===== config.mk =====
export PLATFORM = sky130hd
export DESIGN_NAME = voice_mixer
export DESIGN_NICKNAME = d
export VERILOG_FILES = /design/src/ks_pkg.sv /design/src/voice_mixer.sv
export SDC_FILE = /design/constraint.sdc
export NUM_CORES = 1
export LEC_CHECK = 0
export ABC_AREA = 1
export BUFFER_PORTS_ARGS = -buffer_cell sky130_fd_sc_hd__clkbuf_2
export CELL_PAD_IN_SITES_DETAIL_PLACEMENT = 1
export CELL_PAD_IN_SITES_GLOBAL_PLACEMENT = 1
export CORE_MARGIN = 8
export CORE_UTILIZATION = 40
export DETAILED_ROUTE_END_ITERATION = 12
export GPL_ROUTABILITY_DRIVEN = 1
export PLACE_DENSITY = 0.89
export RECOVER_POWER = 25
export SLEW_MARGIN = 20
export SYNTH_ARGS = -nofsm -noshare
export SYNTH_HDL_FRONTEND = slang
export SYNTH_SLANG_ARGS = --single-unit
export TNS_END_PERCENT = 30

===== constraint.sdc =====
create_clock -name a_clk -period 6.9 [get_ports a_clk]
set_input_delay 0.345 -clock a_clk [delete_from_list [all_inputs] [get_ports a_clk]]
set_output_delay 0.345 -clock a_clk [all_outputs]
set_load 0.03 [all_outputs]

===== src/ks_pkg.sv =====
package ks_pkg;

	localparam int num_voices = 4;  // string voices in the round robin
	localparam int max_delay = 256;  // entries per delay line
	localparam int debounce_cycles = 4;  // stable cycles before a trig change counts

	// audio sample as it travels between blocks
	typedef logic signed [23:0] sample_t;

	// delay length in samples, 8 to 255 in use
	typedef logic [$clog2(max_delay)-1:0] delay_len_t;

	typedef logic [1:0] filt_sel_t;

	localparam filt_sel_t filt_bypass = 2'd0;  // lossless loop
	localparam filt_sel_t filt_avg = 2'd1;  // plain two-tap mean
	localparam filt_sel_t filt_avg15 = 2'd2;  // mean times 15/16
	localparam filt_sel_t filt_avg7 = 2'd3;  // mean times 7/8

	// x^24 + x^23 + x^22 + x^17 + 1, right-shifting form
	localparam logic [23:0] lfsr_taps = 24'he10000;

	// mixer headroom for the full voice sum
	localparam int mix_width = $bits(sample_t) + $clog2(num_voices);
	localparam sample_t sample_max = 24'sh7fffff;
	localparam sample_t sample_min = 24'sh800000;

	typedef enum logic [1:0]
	{
		voice_idle,
		voice_excite,
		voice_ring
	} voice_state_t;

	// one pluck for one voice
	typedef struct packed
	{
		logic fire;
		delay_len_t length;
	} pluck_cmd_t;

endpackage


===== src/voice_mixer.sv =====
module voice_mixer (
	input logic a_clk,
	input logic reset_n,
	input ks_pkg::sample_t samples [ks_pkg::num_voices],
	output ks_pkg::sample_t mix
);
	import ks_pkg::*;

	logic signed [mix_width-1:0] sum;
	sample_t clamped;

	// widened sum, cannot wrap for num_voices inputs
	always_comb
	begin
		sum = '0;
		for (int i = 0; i < num_voices; i++)
			sum = sum + samples[i];
	end

	always_comb
	begin
		if (sum > sample_max)
			clamped = sample_max;
		else if (sum < sample_min)
			clamped = sample_min;
		else
			clamped = sum[$bits(sample_t)-1:0];
	end

	always_ff @(posedge a_clk)
	begin
		if (reset_n)
			mix <= '0;
		else
			mix <= clamped;
	end

endmodule

==> results.toml <==
[floorplan]
dieWidth_um = 118
die_h_um = 118
pin_count = 122
initial_utilization_pct = 40.5
rows = 37
core-area_um2 = 10200
dieArea_um2 = 13800

[layout]
stdcell_count = 842
fin_nets = 880
insertedDiodeCount = 0
largest_register_ffs = 24
multi_input_area_um2 = 2840
nFillCells = 1383
drive_gt1_share_pct = 23.8
synthToLayoutAreaGrowth_pct = 17.6
final_util_pct = 47.6
stdcell_area_um2 = 4850
seqCellArea_um2 = 480
regMostFlops = "mix"
reg_top3 = "mix x24"

[clock_tree]
htree_levels = 1
clockBufferDepth = 2
cts_tree = "yes"
cts_buffers = 3
clkTransAtPathRegs_ps = 70
cts_root_buf = "clkbuf_8"
clock_sinks = 24
cts_resized = 0
postCtsSetupBuffers = 0
cts_hold_buf = 0

[logic_synthesis]
yosysSeqAreaShare_pct = 11.7
syn_area_per_cell_um2 = 7.01
ys_warn_count = 0
synth_cell_types = 27
synth_area_um2 = 4120
yosys_most_used_dff = "dfxtp_1"
synth_nets = 760
ys_seq_elements = 24
syn_inst = 588
synthArstFlopShare_pct = 0
synth_edf_count = 0

[timing]
setup_viol = 0
tightest_slew_ps = 1020
finalCriticalPeriod_ps = 3500
hold_violations = 0
slew_headroom_pct = 32.0
finalSetupTns_ps = 0
worst_slack_ps = 3400
period_share_pct = 50.7
grt_setup_unrepaired = "false"
slew_violations = 0
max_freq_mhz = 286
whs_ps = 262

[power]
power.leakage_nw = 2.99
p_clk_share_pct = 4.9
switching_share_pct = 58.0
p_int_uw = 645
ir_drop_mv = 0.170
sequentialPowerShare_pct = 14.5
finalPower_mw = 1.54
p_per_area_nw_per_um2 = 317
combPwrFrac_pct = 80.6
p_sw_uw = 891

[drt]
drc = 0
first_iter_violations = 83
vias_per_cell = 4.52
first_pass_iters = 4
routedWlPerCell_um = 13.8
num_vias = 3808
drt-total-wl_mm = 11.6
drtAntennaViolNets = 0

[global_routing]
grt.overflow.total = 0
grt_start_max_net_pins = 24
antenna_found_initial = 0
grt_use_total_pct = 17.3
grt_pass1_vias = 4588
grt_pass1_wl_mm = 20.4

[critical_path]
crit_type = "in2reg"
cp.arrival_ps = 3680
cp_max_fo = 21
end_kind = "register"
start_kind = "input pin"
cp.required_ps = 7080

[place]
pre_cts_slack_ps = 3120
gp_congestion = 0.870
dp_cells = 839
placedInstanceArea_um2 = 4820
io_buffers = 121
dp_hpwl_mm = 11.0

[status]
status = "finished, final reports clean"

[worst_hold_path]
hold_class = "in2reg"

[flow_run]
maxCapViolCount = 0
==> cell usage in the layout (no fill, tap or decap) <==
cell type and count:
inv_1 192, nand2_1 131, clkbuf_2 109, fa_1 49, nor2_1 26, ha_1 25, nand3_2 24, dfxtp_1 24
a21oi_1 22, nand2_2 17, nand3_1 13, clkbuf_1 12, nand4_1 11, xor2_1 9, xnor2_1 8, nor2_2 7
o21ai_0 6, nor2_4 4, nor3_1 4, o21bai_1 3, clkbuf_8 3, a21oi_2 2, o21bai_2 1, nand2_4 1
nor4_1 1, a31oi_1 1, or2_1 1
==> critical path, cell delays in order <==
cell and delay [ps]:
clkbuf_2 80, inv_1 50, fa_1 530, inv_1 60, fa_1 520, ha_1 210
inv_1 80, fa_1 440, o21bai_2 240, nand2_1 80, nand2_1 140, nand2_2 100
nand3_2 80, nand2_1 70, nand2_2 90, nand3_2 340, nand2_1 220
==> cells in the mapped netlist, types with 2 or more instances <==
| library cell | number | share of area [%] |
|---|---|---|
| inv_1 | 192 | 17 |
| nand2_1 | 131 | 12 |
| fa_1 | 49 | 24 |
| nor2_1 | 26 | 2.4 |
| ha_1 | 25 | 7.6 |
| dfxtp_1 | 24 | 12 |
| nand3_2 | 24 | 5.8 |
| a21oi_1 | 22 | 2.7 |
| nand2_2 | 17 | 2.6 |
| nand3_1 | 13 | 1.6 |
| nand4_1 | 11 | 1.7 |
| xor2_1 | 9 | 1.9 |
| xnor2_1 | 8 | 1.7 |
| nor2_2 | 7 | 1.1 |
| o21ai_0 | 6 | 0.73 |
| nor2_4 | 4 | 1.1 |
| nor3_1 | 4 | 0.49 |
| o21bai_1 | 3 | 0.55 |
| a21oi_2 | 2 | 0.43 |
| buf_12 | 2 | 0.97 |
| buf_4 | 2 | 0.36 |
| buf_6 | 2 | 0.55 |
==> worst paths after layout <==
path              cells after the start       to       start  slack, ps
hold / removal                        2  mix[23]     reset_n        260
setup / recovery                     17  mix[22]  samples[1]       3400
==> cell families (layout without fill, tap and decap cells) <==
logic type      after synthesis  in the layout  share of synthesized area (%)
simple gates                240            240                           29.2
buf+inv                     198            316                           19.4
fa+ha+maj                    74             74                           31.4
compound gates               35             35                           4.80
flops                        24             24                           11.7
xor+xnor                     17             17                           3.61
==> power by group through the flow <==
stage	sequential (mW)	clock (mW)	combinational, mW
final	0.223	0.0755	1.24
after global routing	0.228	0.0858	1.39
after CTS	0.224	0.0784	1.26
after detailed placement	0.228	0	1.26
after global placement	0.226	0	1.20
after floorplan	0.355	0	0.839
==> routing by layer <==
metal / wire length, µm / track usage, % / vias to the layer above
met5: 0 / 0 / -
met2: 6340 / 34.7 / 91
li1: - / - / 1938
met1: 4730 / 18.7 / 1771
met4: 139 / 2.80 / 0
met3: 397 / 2.45 / 8
==> cell type report <==
cell class | count | area share, %
multi-input cells | 366 | 58.7
inverters | 192 | 14.9
repair buffers | 121 | 12.2
flip-flops and latches | 24 | 9.91
well taps | 136 | 3.51
clock buffers | 3 | 0.852
No activity file was read; power rests on OpenSTA's default activity.
