--- src/ks_pkg.sv ---
package ks_pkg;

	localparam int num_voices = 4;  // string voices in the round robin
	localparam int max_delay = 256;  // entries per delay line
	localparam int debounce_cycles = 4;  // stable cycles before a trig change counts

	// audio sample as it travels between blocks
	typedef logic signed [23:0] sample_t;

	// delay length in samples, 8 to 255 in use
	typedef logic [$clog2(max_delay)-1:0] delay_len_t;

	typedef logic [1:0] filt_sel_t;

	localparam filt_sel_t filt_bypass = 2'd0;  // lossless loop
	localparam filt_sel_t filt_avg = 2'd1;  // plain two-tap mean
	localparam filt_sel_t filt_avg15 = 2'd2;  // mean times 15/16
	localparam filt_sel_t filt_avg7 = 2'd3;  // mean times 7/8

	// x^24 + x^23 + x^22 + x^17 + 1, right-shifting form
	localparam logic [23:0] lfsr_taps = 24'he10000;

	// mixer headroom for the full voice sum
	localparam int mix_width = $bits(sample_t) + $clog2(num_voices);
	localparam sample_t sample_max = 24'sh7fffff;
	localparam sample_t sample_min = 24'sh800000;

	typedef enum logic [1:0]
	{
		voice_idle,
		voice_excite,
		voice_ring
	} voice_state_t;

	// one pluck for one voice
	typedef struct packed
	{
		logic fire;
		delay_len_t length;
	} pluck_cmd_t;

endpackage

--- src/pluck_dispatch.sv ---
module pluck_dispatch (
	input logic a_clk,
	input logic reset_n,
	input logic trig,
	input ks_pkg::delay_len_t delay_length,
	output ks_pkg::pluck_cmd_t pluck [ks_pkg::num_voices]
);
	import ks_pkg::*;

	logic trig_sync_0;
	logic trig_sync_1;
	logic trig_now;  // accepted button level, 1 = pressed
	logic [$clog2(debounce_cycles)-1:0] stable_cnt;
	logic [$clog2(num_voices)-1:0] rr_ptr;
	logic trig_moved;
	logic accept;
	logic press;

	assign trig_moved = (trig_sync_1 != trig_now);
	assign accept = trig_moved && (stable_cnt == debounce_cycles - 1);
	assign press = accept && trig_sync_1;  // release is accepted but fires nothing

	always_ff @(posedge a_clk)
	begin
		if (reset_n)
		begin
			trig_sync_0 <= 1'b0;
			trig_sync_1 <= 1'b0;
			trig_now <= 1'b0;
			stable_cnt <= '0;
		end
		else
		begin
			trig_sync_0 <= ~trig;  // button pulls low
			trig_sync_1 <= trig_sync_0;
			if (!trig_moved || accept)
				stable_cnt <= '0;  // bounce restarts the count
			else
				stable_cnt <= stable_cnt + 1'b1;
			if (accept)
				trig_now <= trig_sync_1;
		end
	end

	always_ff @(posedge a_clk)
	begin
		if (reset_n)
			rr_ptr <= '0;
		else if (press)
			rr_ptr <= (rr_ptr == num_voices - 1) ? '0 : rr_ptr + 1'b1;
	end

	// registered commands, only the selected voice sees fire
	always_ff @(posedge a_clk)
	begin
		for (int i = 0; i < num_voices; i++)
		begin
			if (reset_n)
				pluck[i].fire <= 1'b0;
			else
				pluck[i].fire <= press && (rr_ptr == i);
			pluck[i].length <= delay_length;
		end
	end

endmodule

--- config.mk ---
export PLATFORM = sky130hd
export DESIGN_NAME = pluck_dispatch
export DESIGN_NICKNAME = d
export VERILOG_FILES = /design/src/ks_pkg.sv /design/src/pluck_dispatch.sv
export SDC_FILE = /design/constraint.sdc
export NUM_CORES = 1
export LEC_CHECK = 0
export BUFFER_PORTS_ARGS = -buffer_cell sky130_fd_sc_hd__buf_2
export CORE_MARGIN = 1
export CORE_UTILIZATION = 44
export CTS_BUF_LIST = sky130_fd_sc_hd__clkbuf_16
export CTS_CLUSTER_SIZE = 28
export DETAILED_ROUTE_END_ITERATION = 16
export HOLD_SLACK_MARGIN = 0.06
export MAX_ROUTING_LAYER = met4
export PLACE_DENSITY = 0.81
export REMOVE_ABC_BUFFERS = 1
export SLEW_MARGIN = 10
export SYNTH_ARGS = -nofsm -noshare
export SYNTH_HDL_FRONTEND = slang
export SYNTH_SLANG_ARGS = --single-unit
--- constraint.sdc ---
create_clock -name a_clk -period 3.4 [get_ports a_clk]
set_input_delay 0.68 -clock a_clk [delete_from_list [all_inputs] [get_ports a_clk]]
set_output_delay 0.68 -clock a_clk [all_outputs]
set_load 0.02 [all_outputs]
==> impl_metrics.toml <==
[run_status]
status = "finished, violations left"
violations = "design-rule violations"

[critical_path]
worst-path-stages = 1
crit_start = "pluck[7]"
critical-path-slowest-cell = "dfxtp_1"
cp_num_buf_inv = 1
start_kind = "flip-flop"
r2r_start = "stable_cnt[0]"
cp.required_ps = 2720
critPathKind = "flip-flop to output port"
end_kind = "output port"
path_delay_family = "flip-flops"
cp_max_fo = 4
worstPathCellList = "buf_2"
max_stage_delay_ps = 360
reg2reg_depth = 3
critPathArrivalTime_ps = 780

[timing]
skew_ps = 0.6496
hold_viol_final = 0
worstMarginPinSlew_ps = 209.0
relSlewSlack = 0.8587
drv_slew = 0
fmax_mhz = 685.4
finalCritPeriodShare = 0.4291
rsz0062_at_grt = "false"
tns_ps = 0
period_needed_ps = 1459
setup_violations = 0

[logic_synthesis]
synth_top_cell_area_share = 0.4864
seq_area_frac_synth = 0.4864
synth_cell_types = 16
synth_flop_cell = "dfxtp_1"
syn_inst = 70
synth-async-reset-ratio = 0
yosysTopAreaCell = "dfxtp_1"
yosysWarningCount = 0
synth.top_cells.by_count = "25 x buf_4, 19 x dfxtp_1, 5 x ha_1, 4 x and2_1"
synth_area_um2 = 782.0
synth_area_leaders = "dfxtp_1 49%, buf_4 24%, ha_1 8.0%"
synth_seq_cells = 19
synth.most_common_cell = "buf_4"
synth_edf_count = 0
syn_avg_cell_area_um2 = 11.17

[cells_and_area]
final_cells = 111
antennaDiodeCount = 0
post_route_cells_drive_above_1_share = 0.5579
nNetsFinal = 112
fillers = 138
areaGrowthSynthToFinish_pct = 18.24
fin_util = 0.5865

[min_path]
min_delay_path_depth = 1
min_from = "stable_cnt[0]"
hold_class = "flip-flop to flip-flop"

[clock_network]
clock_sinks = 19
cts_made_buffers = 3
holdBufCountCts = 0
clock-root-buffer = "clkbuf_16"
cts_resized = 0
clk_latency_ps = 240
clockBufferDepth = 2
postCtsSetupBuffers = 0
cts_tree = "yes"
clkTransAtPathRegs_ps = 50
cts_htree_levels = 1

[floorplan]
initial_core_util = 0.4960
coreArea_mm2 = 0.001577
ios = 47
die_w_um = 44.16
rows = 14
die-area_mm2 = 0.001950
chipHeight_um = 44.16

[global_route]
track_usage = 0.1106
grt_pass1_wl_mm = 1.455
overflow = 0
grt_pass1_vias = 377
grt_max_degree = 12
antenna_found_initial = 0

[routing]
drtIter0Drc = 15
drc = 8
wire_per_inst_um = 9.595
wirelength_mm = 1.065
via_per_inst = 4.468
ant_nets = 0
routed-via-count = 496
firstDrtPassIters = 10

[placement]
dp_cells = 107
gp_routability_congestion = 0.6917
hpwlAfterDp_um = 902.4
place.port_buffers = 46

[pwr]
irDropWorstVdd_uv = 228.1
p_leak_uw = 0.0004733
power_density_mw_per_mm2 = 557.5

[run]
drv_cap = 0
[final cells by class]
class | instances | area [µm²] | area share
flip-flops and latches | 19 | 380.4 | 0.4114
inverters | 2 | 7.507 | 0.008119
clock inverters | 1 | 5.005 | 0.005413
clock buffers | 3 | 75.07 | 0.08119
multi-input cells | 24 | 206.4 | 0.2233
repair buffers | 46 | 230.2 | 0.2490
well taps | 16 | 20.02 | 0.02165
[registers in the layout, summed over array words and instances, names as in the netlist]
name	flops
trig_now	1
trig_sync_1	1
pluck	12
rr_ptr	2
stable_cnt	2
trig_sync_0	1
[power by group]
part / total, µW / internal (µW) / switching, µW
Sequential: 234 / 230 / 4.47
Clock: 228 / 157 / 70.6
Combinational: 53.7 / 18.5 / 35.1
[logic make-up (layout without fill, tap and decap cells)]
kind of cell	after synthesis	in the layout	synth area share
xor gates and xnor gates	1	1	0.01120
adders and majority gates	5	5	0.08000
buffers and inverters	27	52	0.2496
DFF	19	19	0.4864
muxes	3	3	0.04480
and+or+nand+nor	15	15	0.1280
[layer usage]
metal / up-vias / GRT usage / share of wire
met2: 34 / 0.1912 / 0.47
met1: 211 / 0.08483 / 0.35
met4: 0 / 0.09091 / 0.013
met5: - / - / 0
li1: 249 / - / -
met3: 2 / 0.05306 / 0.16
[final timing paths]
check | endpoint | slack, ps
max | pluck[25] | 1940
max reg2reg | rr_ptr[0] | 2170
min reg2reg | stable_cnt[0] | 430
min | stable_cnt[0] | 430
[per-stage QoR]
step	hold WS (ps)	worst slack (ps)	power, µW	area (µm²)
6_report	430.3	1941	515.5	924.6
2_1_floorplan	405.4	1940	267.4	594.3
4_1_cts	435.6	1927	523.4	924.6
3_5_place_dp	428.5	2007	292.9	844.6
3_3_place_gp	416.8	2021	292.2	844.6
5_1_grt	452.3	1898	539.5	924.6
[layout by cell type (no fill, tap or decap)]
cell type,count
nor3_1,1
and2_1,4
nand2b_1,2
mux2_4,1
inv_1,2
ha_1,5
nor4b_1,1
buf_2,46
dfxtp_1,19
and4bb_2,1
clkbuf_16,3
and3b_2,1
nor2b_1,2
mux2i_1,2
nor4_1,1
nor2_1,2
clkinv_2,1
xnor2_1,1
Note: power is estimated with default switching activity, not from simulation.
