==> src/ks_pkg.sv <==
package ks_pkg;

	localparam int num_voices = 4;  // string voices in the round robin
	localparam int max_delay = 256;  // entries per delay line
	localparam int debounce_cycles = 4;  // stable cycles before a trig change counts

	// audio sample as it travels between blocks
	typedef logic signed [23:0] sample_t;

	// delay length in samples, 8 to 255 in use
	typedef logic [$clog2(max_delay)-1:0] delay_len_t;

	typedef logic [1:0] filt_sel_t;

	localparam filt_sel_t filt_bypass = 2'd0;  // lossless loop
	localparam filt_sel_t filt_avg = 2'd1;  // plain two-tap mean
	localparam filt_sel_t filt_avg15 = 2'd2;  // mean times 15/16
	localparam filt_sel_t filt_avg7 = 2'd3;  // mean times 7/8

	// x^24 + x^23 + x^22 + x^17 + 1, right-shifting form
	localparam logic [23:0] lfsr_taps = 24'he10000;

	// mixer headroom for the full voice sum
	localparam int mix_width = $bits(sample_t) + $clog2(num_voices);
	localparam sample_t sample_max = 24'sh7fffff;
	localparam sample_t sample_min = 24'sh800000;

	typedef enum logic [1:0]
	{
		voice_idle,
		voice_excite,
		voice_ring
	} voice_state_t;

	// one pluck for one voice
	typedef struct packed
	{
		logic fire;
		delay_len_t length;
	} pluck_cmd_t;

endpackage

==> src/noise_lfsr.sv <==
module noise_lfsr (
	input logic a_clk,
	input logic reset_n,
	input ks_pkg::sample_t seed,
	output ks_pkg::sample_t noise
);
	import ks_pkg::*;

	logic [23:0] lfsr_q;
	logic [23:0] lfsr_next;

	// galois step, feedback from bit 0 into the tap positions
	always_comb
	begin
		lfsr_next = {1'b0, lfsr_q[23:1]};
		if (lfsr_q[0])
			lfsr_next = lfsr_next ^ lfsr_taps;
	end

	always_ff @(posedge a_clk)
	begin
		if (reset_n)
		begin
			if (seed == '0)
				lfsr_q <= 24'd1;  // all-zero state would lock up
			else
				lfsr_q <= seed;
		end
		else
			lfsr_q <= lfsr_next;
	end

	assign noise = sample_t'(lfsr_q);  // state read as two's complement

endmodule

==> config.mk <==
export PLATFORM = sky130hd
export DESIGN_NAME = noise_lfsr
export DESIGN_NICKNAME = d
export VERILOG_FILES = /design/src/ks_pkg.sv /design/src/noise_lfsr.sv
export SDC_FILE = /design/constraint.sdc
export NUM_CORES = 1
export LEC_CHECK = 0
export ABC_CLOCK_PERIOD_IN_PS = 800
export BUFFER_PORTS_ARGS = -buffer_cell sky130_fd_sc_hd__buf_2
export CORE_ASPECT_RATIO = 1.2
export CORE_MARGIN = 5
export CORE_UTILIZATION = 42
export CTS_BUF_LIST = sky130_fd_sc_hd__clkbuf_8 sky130_fd_sc_hd__clkbuf_16
export CTS_CLUSTER_DIAMETER = 30
export DETAILED_ROUTE_END_ITERATION = 10
export PLACE_DENSITY = 0.85
export SYNTH_ARGS = -nofsm -noshare
export SYNTH_HDL_FRONTEND = slang
export SYNTH_SLANG_ARGS = --single-unit
==> constraint.sdc <==
create_clock -name a_clk -period 0.8 [get_ports a_clk]
set_input_delay 0.04 -clock a_clk [delete_from_list [all_inputs] [get_ports a_clk]]
set_output_delay 0.04 -clock a_clk [all_outputs]
set_load 0.02 [all_outputs]
==> results of run 1 <==
## routing by layer
metal | routed length (um) | global-route usage [%]
met4 | 42 | 7.66
met3 | 96 | 1.94
met5 | 0 | 0
met1 | 885 | 15.4
met2 | 1290 | 28.9
## repair_timing
item                                   CTS  global route
hold buffers                             1             1
setup endpoints to repair               10            24
gates resized for setup                 13            39
endpoints found under the hold margin    1             1
## Yosys cell counts
cell type	number	area [um^2]
dfxtp_1	24	480
mux2_4	13	195
mux2_2	7	78.8
nor4_1	4	25.0
buf_6	3	33.8
nand2_1	3	11.3
o21ai_0	3	15.0
xnor2_1	3	26.3
mux2i_1	1	10.0
nand3_1	1	5.00
nand4_1	1	6.26
nor2_1	1	3.75
nor3_1	1	5.00
nor4b_2	1	15.0
o21ai_1	1	5.00
## worst max-delay path by stage
stage | start | endpoint | slack (ns) | cells after the start
detailed placement | reset_n | noise[15] | -0.04 | 3
global route | noise[0] | noise[0] | -0.05 | 1
global placement | reset_n | noise[15] | -0.03 | 3
CTS | noise[0] | noise[0] | -0.02 | 1
floorplan | noise[17] | noise[16] | 0.04 | 2
finish | noise[0] | noise[0] | -0.02 | 1
## cell families after synthesis
| kind of cell | after synthesis |
|---|---|
| flip-flops | 24 |
| multiplexers | 21 |
| AND/OR/NAND/NOR | 12 |
| AO/OA/AOI/OAI | 4 |
| XOR/XNOR | 3 |
| buffers and inverters | 3 |
## final cells by class
type	count	share of cell area, %
clock buffers	3	3.02
multi-input cells	40	29.3
flip-flops and latches	24	37.5
well taps	30	2.74
repair buffers	54	27.4
## power by group
group / internal, mW / switching (mW) / leakage (nW)
combinational: 0.410 / 0.343 / 0.411
clock: 0.335 / 0.337 / 0.0216
sequential: 1.36 / 0.0881 / 0.203
total: 2.11 / 0.768 / 0.636
## stage by stage
stage	hold WS [ns]	worst slack, ns	setup TNS [ns]
4_1_cts	0.00779	-0.0237	-0.0237
3_3_place_gp	0.259	-0.0333	-0.172
2_1_floorplan	0.149	0.0433	0
6_report	0.0160	-0.0212	-0.0212
5_1_grt	0.0211	-0.0472	-0.0472
3_5_place_dp	0.262	-0.0430	-0.289
==> run metrics, run 1 <==
Slew Limit Fails=0; DP Wirelength=1.75 mm; # nets final=149; commonest non-fill, non-tap cell in the layout=buf_2; die width=52.6 um; CTS Sinks=24; outcome=finished with violations; # Post-CTS Setup Buffers=0; H-tree Lvls=1; Endpoint, Worst Hold=noise[22]; Layout Area Growth over Synthesis=49.5%; RSZ-0062 raised after global routing=true; max FFs per register=24; Cell Chain, Critical Path=buf_6; vias per inst=4.76; CTS Buf Count=3; Avg Inst Size Synth=13.7 um^2; FF+latch count, synth=24; Tot Pwr=2.87 mW; largest net degree at the start of global routing=15; CP Max Fanout=5; most frequent cells in the layout=buf_2, dfxtp_2, buf_4; vias=719; Reg area=513 um^2; hold path depth=3; violated checks=negative setup slack; Ports=50; Synth Area in Simple Gates=7.79%; Worst Reg2Reg Path Length in Cells=1; multi-input logic area=402 um^2; flop-to-flop setup slack=0.06 ns; Reg-to-Reg End=noise[23]; Worst-Margin Slew=0.299 ns; worst clock skew=0.00103 ns; CP startpoint kind=register; # DRC=0; # setup viols final=1; initial DRC count=4; leakage=0.636 nW; Max-Cap Viols=0; GPL Wtd Cong=0.724; post-place instance area=0.00120 mm^2; Post-Synthesis Cells=67; clock insertion delay at the later pin of the skew report=0.25 ns; total track usage=14.9%; synth warn=0; Adder-Cell Fraction of Synth Area=0%; sequential share of the synthesized area=52.5%; Hold Crit Class=in2reg; Worst path max stage delay=0.40 ns; Hold Path Origin=seed[22]; DRT Pass-1 Iters=3; r2r startpoint=noise[0]; fin crit share=103%; XOR/XNOR Fraction of Synth Area=2.87%; pwr dens=2100 mW/mm^2; critical path class=reg2out; clock slew at reported path FFs=0.08 ns; post-layout minimum cycle time=0.821 ns; Final Util=66.1%; Die Area=0.00322 mm^2; family with the most delay on the worst path=flip-flops; CTS root buf=clkbuf_8; num rows=18; slowest CP cell=dfxtp_4; total gr overflow=0; sum of buffers and inverters on the critical path=1; CTS tree=done; Rel. slew slack=79.9%; Routed wire per std cell=15.3 um; worst ir drop on vdd=1.24 mV; share of cells above drive strength 1=82.6%; final wirelength=2.31 mm; main combinational cell family by area after synthesis=multiplexers; fin area=0.00137 mm^2; Synth cell types=15; initial core utilization=44.2%; crit path DAT=0.78 ns; Synth Area in Compound Gates=2.19%; maximum clock path buffer count=2; Fin. Hold Viols=0; die height=61.2 um; diode count=0; Syn Nets=93; worst setup margin=-0.0212 ns; post-route ant nets=0; post-synthesis mux area share=31.0%; Fill cells=183; Non-Filler Instances=151; synthesized area=916 um^2; dpl cells=146; initial antenna violation count=0; first-pass GRT wire length=3.49 mm; Crit path required time=0.76 ns; Achievable Freq=1220 MHz; vias in the first global route=782; Worst setup EP type=primary output; Core Area=0.00207 mm^2; Port Buf Inserts=49
Power figures use the tool's default switching activity.
==> run 2, diff against run 1 <==
--- a/config.mk
+++ b/config.mk
@@ -14,6 +14,7 @@
 export CTS_CLUSTER_DIAMETER = 30
 export DETAILED_ROUTE_END_ITERATION = 10
 export PLACE_DENSITY = 0.85
+export SETUP_SLACK_MARGIN = 0.02
 export SYNTH_ARGS = -nofsm -noshare
 export SYNTH_HDL_FRONTEND = slang
 export SYNTH_SLANG_ARGS = --single-unit
==> run 2 against run 1 <==
Net effect: the flow still finishes with violations (negative setup slack); via count up 0.97%; utilization up 3.6 points; sequential cell count did not move; highest routed layer unchanged.
==> run metrics, run 2 (synthesis results as in run 1) <==
outcome=finished with violations; violated checks=negative setup slack; max FFs per register=24; Fill cells=168; CTS Sinks=24; H-tree Lvls=1; flop-to-flop setup slack=0.06 ns; Reg-to-Reg End=noise[23]; commonest non-fill, non-tap cell in the layout=buf_2; Hold Crit Class=in2reg; DP Wirelength=1.75 mm; num rows=18; DRT Pass-1 Iters=3; Reg area=513 um^2; # setup viols final=1; sum of buffers and inverters on the critical path=1; r2r startpoint=noise[0]; post-layout minimum cycle time=0.819 ns; slowest CP cell=dfxtp_4; CP startpoint kind=register; Non-Filler Instances=151; pwr dens=2050 mW/mm^2; most frequent cells in the layout=buf_2, buf_6, dfxtp_2; Worst-Margin Slew=0.321 ns; Rel. slew slack=78.4%; leakage=0.661 nW; Hold WS=0.0183 ns; Achievable Freq=1220 MHz; worst setup margin=-0.0189 ns; diode count=0; clock slew at reported path FFs=0.07 ns; Hold Path Origin=seed[22]; Port Buf Inserts=49; largest net degree at the start of global routing=15; pre-CTS setup slack=-0.0430 ns; total gr overflow=0; post-route ant nets=0; Worst setup EP type=primary output; vias per inst=4.81; initial core utilization=44.2%; critical path class=reg2out; fin crit share=102%; total track usage=15.6%; die height=61.2 um; die width=52.6 um; Fin. Hold Viols=0; Core Area=0.00207 mm^2; vias=726; dpl cells=146; Routed wire per std cell=15.8 um; Cell Chain, Critical Path=buf_6; # nets final=149; multi-input logic area=402 um^2; Die Area=0.00322 mm^2; clock insertion delay at the later pin of the skew report=0.25 ns; GPL Wtd Cong=0.724; hold path depth=3; Tot Pwr=2.95 mW; initial antenna violation count=0; Ports=50; Final Util=69.7%; share of cells above drive strength 1=82.6%; final wirelength=2.38 mm; first-pass GRT wire length=3.63 mm; worst clock skew=0.00199 ns; crit path DAT=0.78 ns; # DRC=0; Endpoint, Worst Hold=noise[22]; Crit path required time=0.76 ns; Crit. path cell count=1; Worst path max stage delay=0.40 ns; RSZ-0062 raised after global routing=true; family with the most delay on the worst path=flip-flops; vias in the first global route=795; Worst Reg2Reg Path Length in Cells=1; maximum clock path buffer count=2; worst ir drop on vdd=1.23 mV; CTS Buf Count=3; Max-Cap Viols=0; # Post-CTS Setup Buffers=0; CTS root buf=clkbuf_8; initial DRC count=8; CTS tree=done; Slew Limit Fails=0; Layout Area Growth over Synthesis=57.6%; CP Max Fanout=5
[run 2: cell counts in the layout (fill, tap and decap cells not counted)]
No cell type changed its count.
[run 2: layer usage]
layer  global-route usage [%]  vias to the layer above  routed length [um]
met2                     30.5                       29                1330
met4                     8.76                        0                  71
met5                        0                        -                   0
met3                     1.69                        6                 104
met1                     15.7                      340                 875
li1                         -                      351                   -
[run 2: through the flow]
step,setup TNS [ns],area [um^2]
after floorplan,0,917
after global placement,-0.172,1200
after detailed placement,-0.289,1200
after CTS,-0.0237,1330
after global routing,-0.0527,1440
final,-0.0189,1440
[run 2: area by class of cell]
cell class	count	area share (%)
flip-flops and latches	24	35.5
repair buffers	54	31.2
multi-input cells	40	27.8
clock buffers	3	2.86
well taps	30	2.60
[run 2: power breakdown]
group / internal, mW / total [mW] / switching (mW)
clock: 0.335 / 0.663 / 0.328
sequential: 1.36 / 1.47 / 0.108
combinational: 0.478 / 0.820 / 0.342
total: 2.18 / 2.95 / 0.779
[run 2: how the worst max path moves through the flow]
stage / startpoint / end / slack, ns
3_5_place_dp: reset_n / noise[15] / -0.04
6_report: noise[0] / noise[0] / -0.02
3_3_place_gp: reset_n / noise[15] / -0.03
2_1_floorplan: noise[17] / noise[16] / 0.04
5_1_grt: noise[0] / noise[0] / -0.05
4_1_cts: noise[0] / noise[0] / -0.02
[run 2: what timing repair did]
action                     in CTS  in global routing
hold endpoints to repair        1                  1
resized for setup              37                 35
hold buffers                    1                  1
setup endpoints to repair      24                 24
==> run 3, diff against run 2 <==
--- a/config.mk
+++ b/config.mk
@@ -5,6 +5,7 @@
 export SDC_FILE = /design/constraint.sdc
 export NUM_CORES = 1
 export LEC_CHECK = 0
+export ABC_AREA = 1
 export ABC_CLOCK_PERIOD_IN_PS = 800
 export BUFFER_PORTS_ARGS = -buffer_cell sky130_fd_sc_hd__buf_2
 export CORE_ASPECT_RATIO = 1.2
==> run 3 against run 2 <==
Net effect: the flow still finishes with violations (negative setup slack); via count grew 40%; maximum frequency shrank 0.70%; synthesized area shrank 1.1%; worst setup slack lost 0.0057 ns; count of clock-buffer cells in the layout grew 1.
==> run metrics, run 3 <==
Crit path required time=0.76 ns; number of synthesized flops with an enable pin=0; most frequent cells in the layout=nand2_1, buf_2, buf_6; commonest cells in the synthesized netlist=nand2_1, dfxtp_1, nor2_1; Synth cell types=11; ys flop type=dfxtp_1; GR Util met1=19.5%; fraction of registers with async set/reset=0%; CTS Sinks=24; synth warn=0; family with the most delay on the worst path=flip-flops; sum of buffers and inverters on the critical path=1; outcome=finished with violations; post-layout minimum cycle time=0.825 ns; initial DRC count=11; Reg-to-Reg End=noise[22]; DP Wirelength=1.70 mm; critical path class=reg2out; diode count=0; share of cells above drive strength 1=42.1%; Port Buf Inserts=49; CP startpoint kind=register; CP Max Fanout=5; Max-Cap Viols=0; Rel. slew slack=77.2%; fin crit share=103%; leakage=0.805 nW; total gr overflow=0; FF+latch count, synth=24; RSZ-0062 raised after global routing=true; Die Area=0.00319 mm^2; H-tree Lvls=1; Final Util=77.4%; Worst-Margin Slew=0.341 ns; Fin. Hold Viols=0; Avg Inst Size Synth=7.31 um^2; Worst path max stage delay=0.40 ns; DRT Pass-1 Iters=4; clock insertion delay at the later pin of the skew report=0.26 ns; Syn Nets=150; GR Util met3=5.16%; die width=52.4 um; worst setup margin=-0.0246 ns; grt met2 use=35.8%; slowest CP cell=dfxtp_4; grt peak-use layer=met2; Synth area leader=dfxtp_1; r2r startpoint=noise[0]; commonest non-fill, non-tap cell in the layout=nand2_1; vias=1017; worst clock skew=0.00108 ns; Post-Synthesis Cells=124; pwr dens=1890 mW/mm^2; initial antenna violation count=0; initial core utilization=43.7%; vias in the first global route=1016; hold path depth=3; Cell Chain, Critical Path=buf_6; die height=60.9 um; Worst setup EP type=primary output; Fill cells=153; vias per inst=4.52; Achievable Freq=1210 MHz; top-count cell post-synth=nand2_1; Hold Crit Class=in2reg; total track usage=18.8%; clock slew at reported path FFs=0.08 ns; setup tns final=-0.0246 ns; # setup viols final=1; Layout Area Growth over Synthesis=77.1%; CTS root buf=clkbuf_8; synthesized area=906 um^2; maximum clock path buffer count=2; Slew Limit Fails=0; # nets final=222; crit path DAT=0.78 ns; sequential share of the synthesized area=53.0%; post-route ant nets=0; violated checks=negative setup slack; top-area cell type share of the netlist area=53.0%; Hold Path Origin=seed[21]; Ports=50; max FFs per register=24; largest net degree at the start of global routing=22; Worst Reg2Reg Path Length in Cells=2; # DRC=0; dominant cells by area after synthesis=dfxtp_1, nand2_1, nor2_1; num rows=18; first-pass GRT wire length=4.36 mm; flop-to-flop setup slack=0.06 ns; Routed wire per std cell=12.7 um; Core Area=0.00207 mm^2; GPL Wtd Cong=0.747; worst ir drop on vdd=1.43 mV; CTS tree=done; Endpoint, Worst Hold=noise[21]; CTS Buf Count=3; final wirelength=2.85 mm
==> run 3: cell types whose count changed in the layout (fill, tap and decap cells not counted), moves of 2 or more <==
cell           previous run  this run
nor4_1                    4         0
mux2_2                    7         0
o21ai_1                   1         3
dlygate4sd3_1             2        20
mux2_4                   13         0
o21ai_0                   3         0
nor2_1                    1        16
nand2_1                   3        69
==> run 3: kinds of logic after synthesis <==
logic type / share of synthesized area, %
simple gates: 36.5
buf+inv: 5.39
flops: 53.0
compound gates: 2.21
xor+xnor: 2.90
==> run 3: how the worst max path moves through the flow <==
stage	to	slack [ns]	from	cells after the start
5_1_grt	noise[0]	-0.05	noise[0]	1
4_1_cts	noise[0]	-0.03	noise[0]	1
3_5_place_dp	noise[0]	0.09	seed[14]	6
3_3_place_gp	noise[16]	0.11	noise[0]	2
2_1_floorplan	noise[16]	0.05	noise[17]	2
6_report	noise[0]	-0.02	noise[0]	1
==> run 3: final cells by class <==
| type | instances | area (um^2) | area share (%) |
|---|---|---|---|
| multi-input combinational | 94 | 377 | 23.5 |
| timing repair buffer | 72 | 618 | 38.5 |
| inverter | 1 | 3.75 | 0.234 |
| tap | 30 | 37.5 | 2.34 |
| sequential | 24 | 513 | 32.0 |
| clock buffer | 4 | 55.1 | 3.43 |
==> run 3: stage by stage <==
stage               instance area [um^2]  setup slack [ns]  std cells  power [mW]  hold slack, ns
floorplan                            907            0.0501        124        1.74           0.146
global placement                    1160             0.107        200        1.95           0.248
detailed placement                  1160            0.0883        200        1.96           0.251
CTS                                 1580           -0.0254        225        3.00        0.000241
global route                        1600           -0.0549        225        3.17         0.00978
finish                              1600           -0.0246        225        3.03         0.00513
==> run 3: routing by layer <==
layer | vias up | share of wire [%]
met2 | 41 | 53
met4 | 0 | 1.3
met5 | - | 0
met3 | 5 | 9.6
li1 | 512 | -
met1 | 459 | 37
==> run 3: what timing repair did <==
item                                   4_1_cts  5_1_grt
endpoints found under the hold margin       20        0
setup endpoints to repair                   24       24
hold buffers                                20        0
gates resized for setup                     65        7
setup buffers                                1        0
==> run 3: power by group <==
group	internal (mW)	switching [mW]	total, mW	leakage (nW)
logic	0.416	0.369	0.784	0.572
clock network	0.439	0.366	0.805	0.0288
registers	1.34	0.101	1.44	0.205
total	2.20	0.835	3.03	0.805
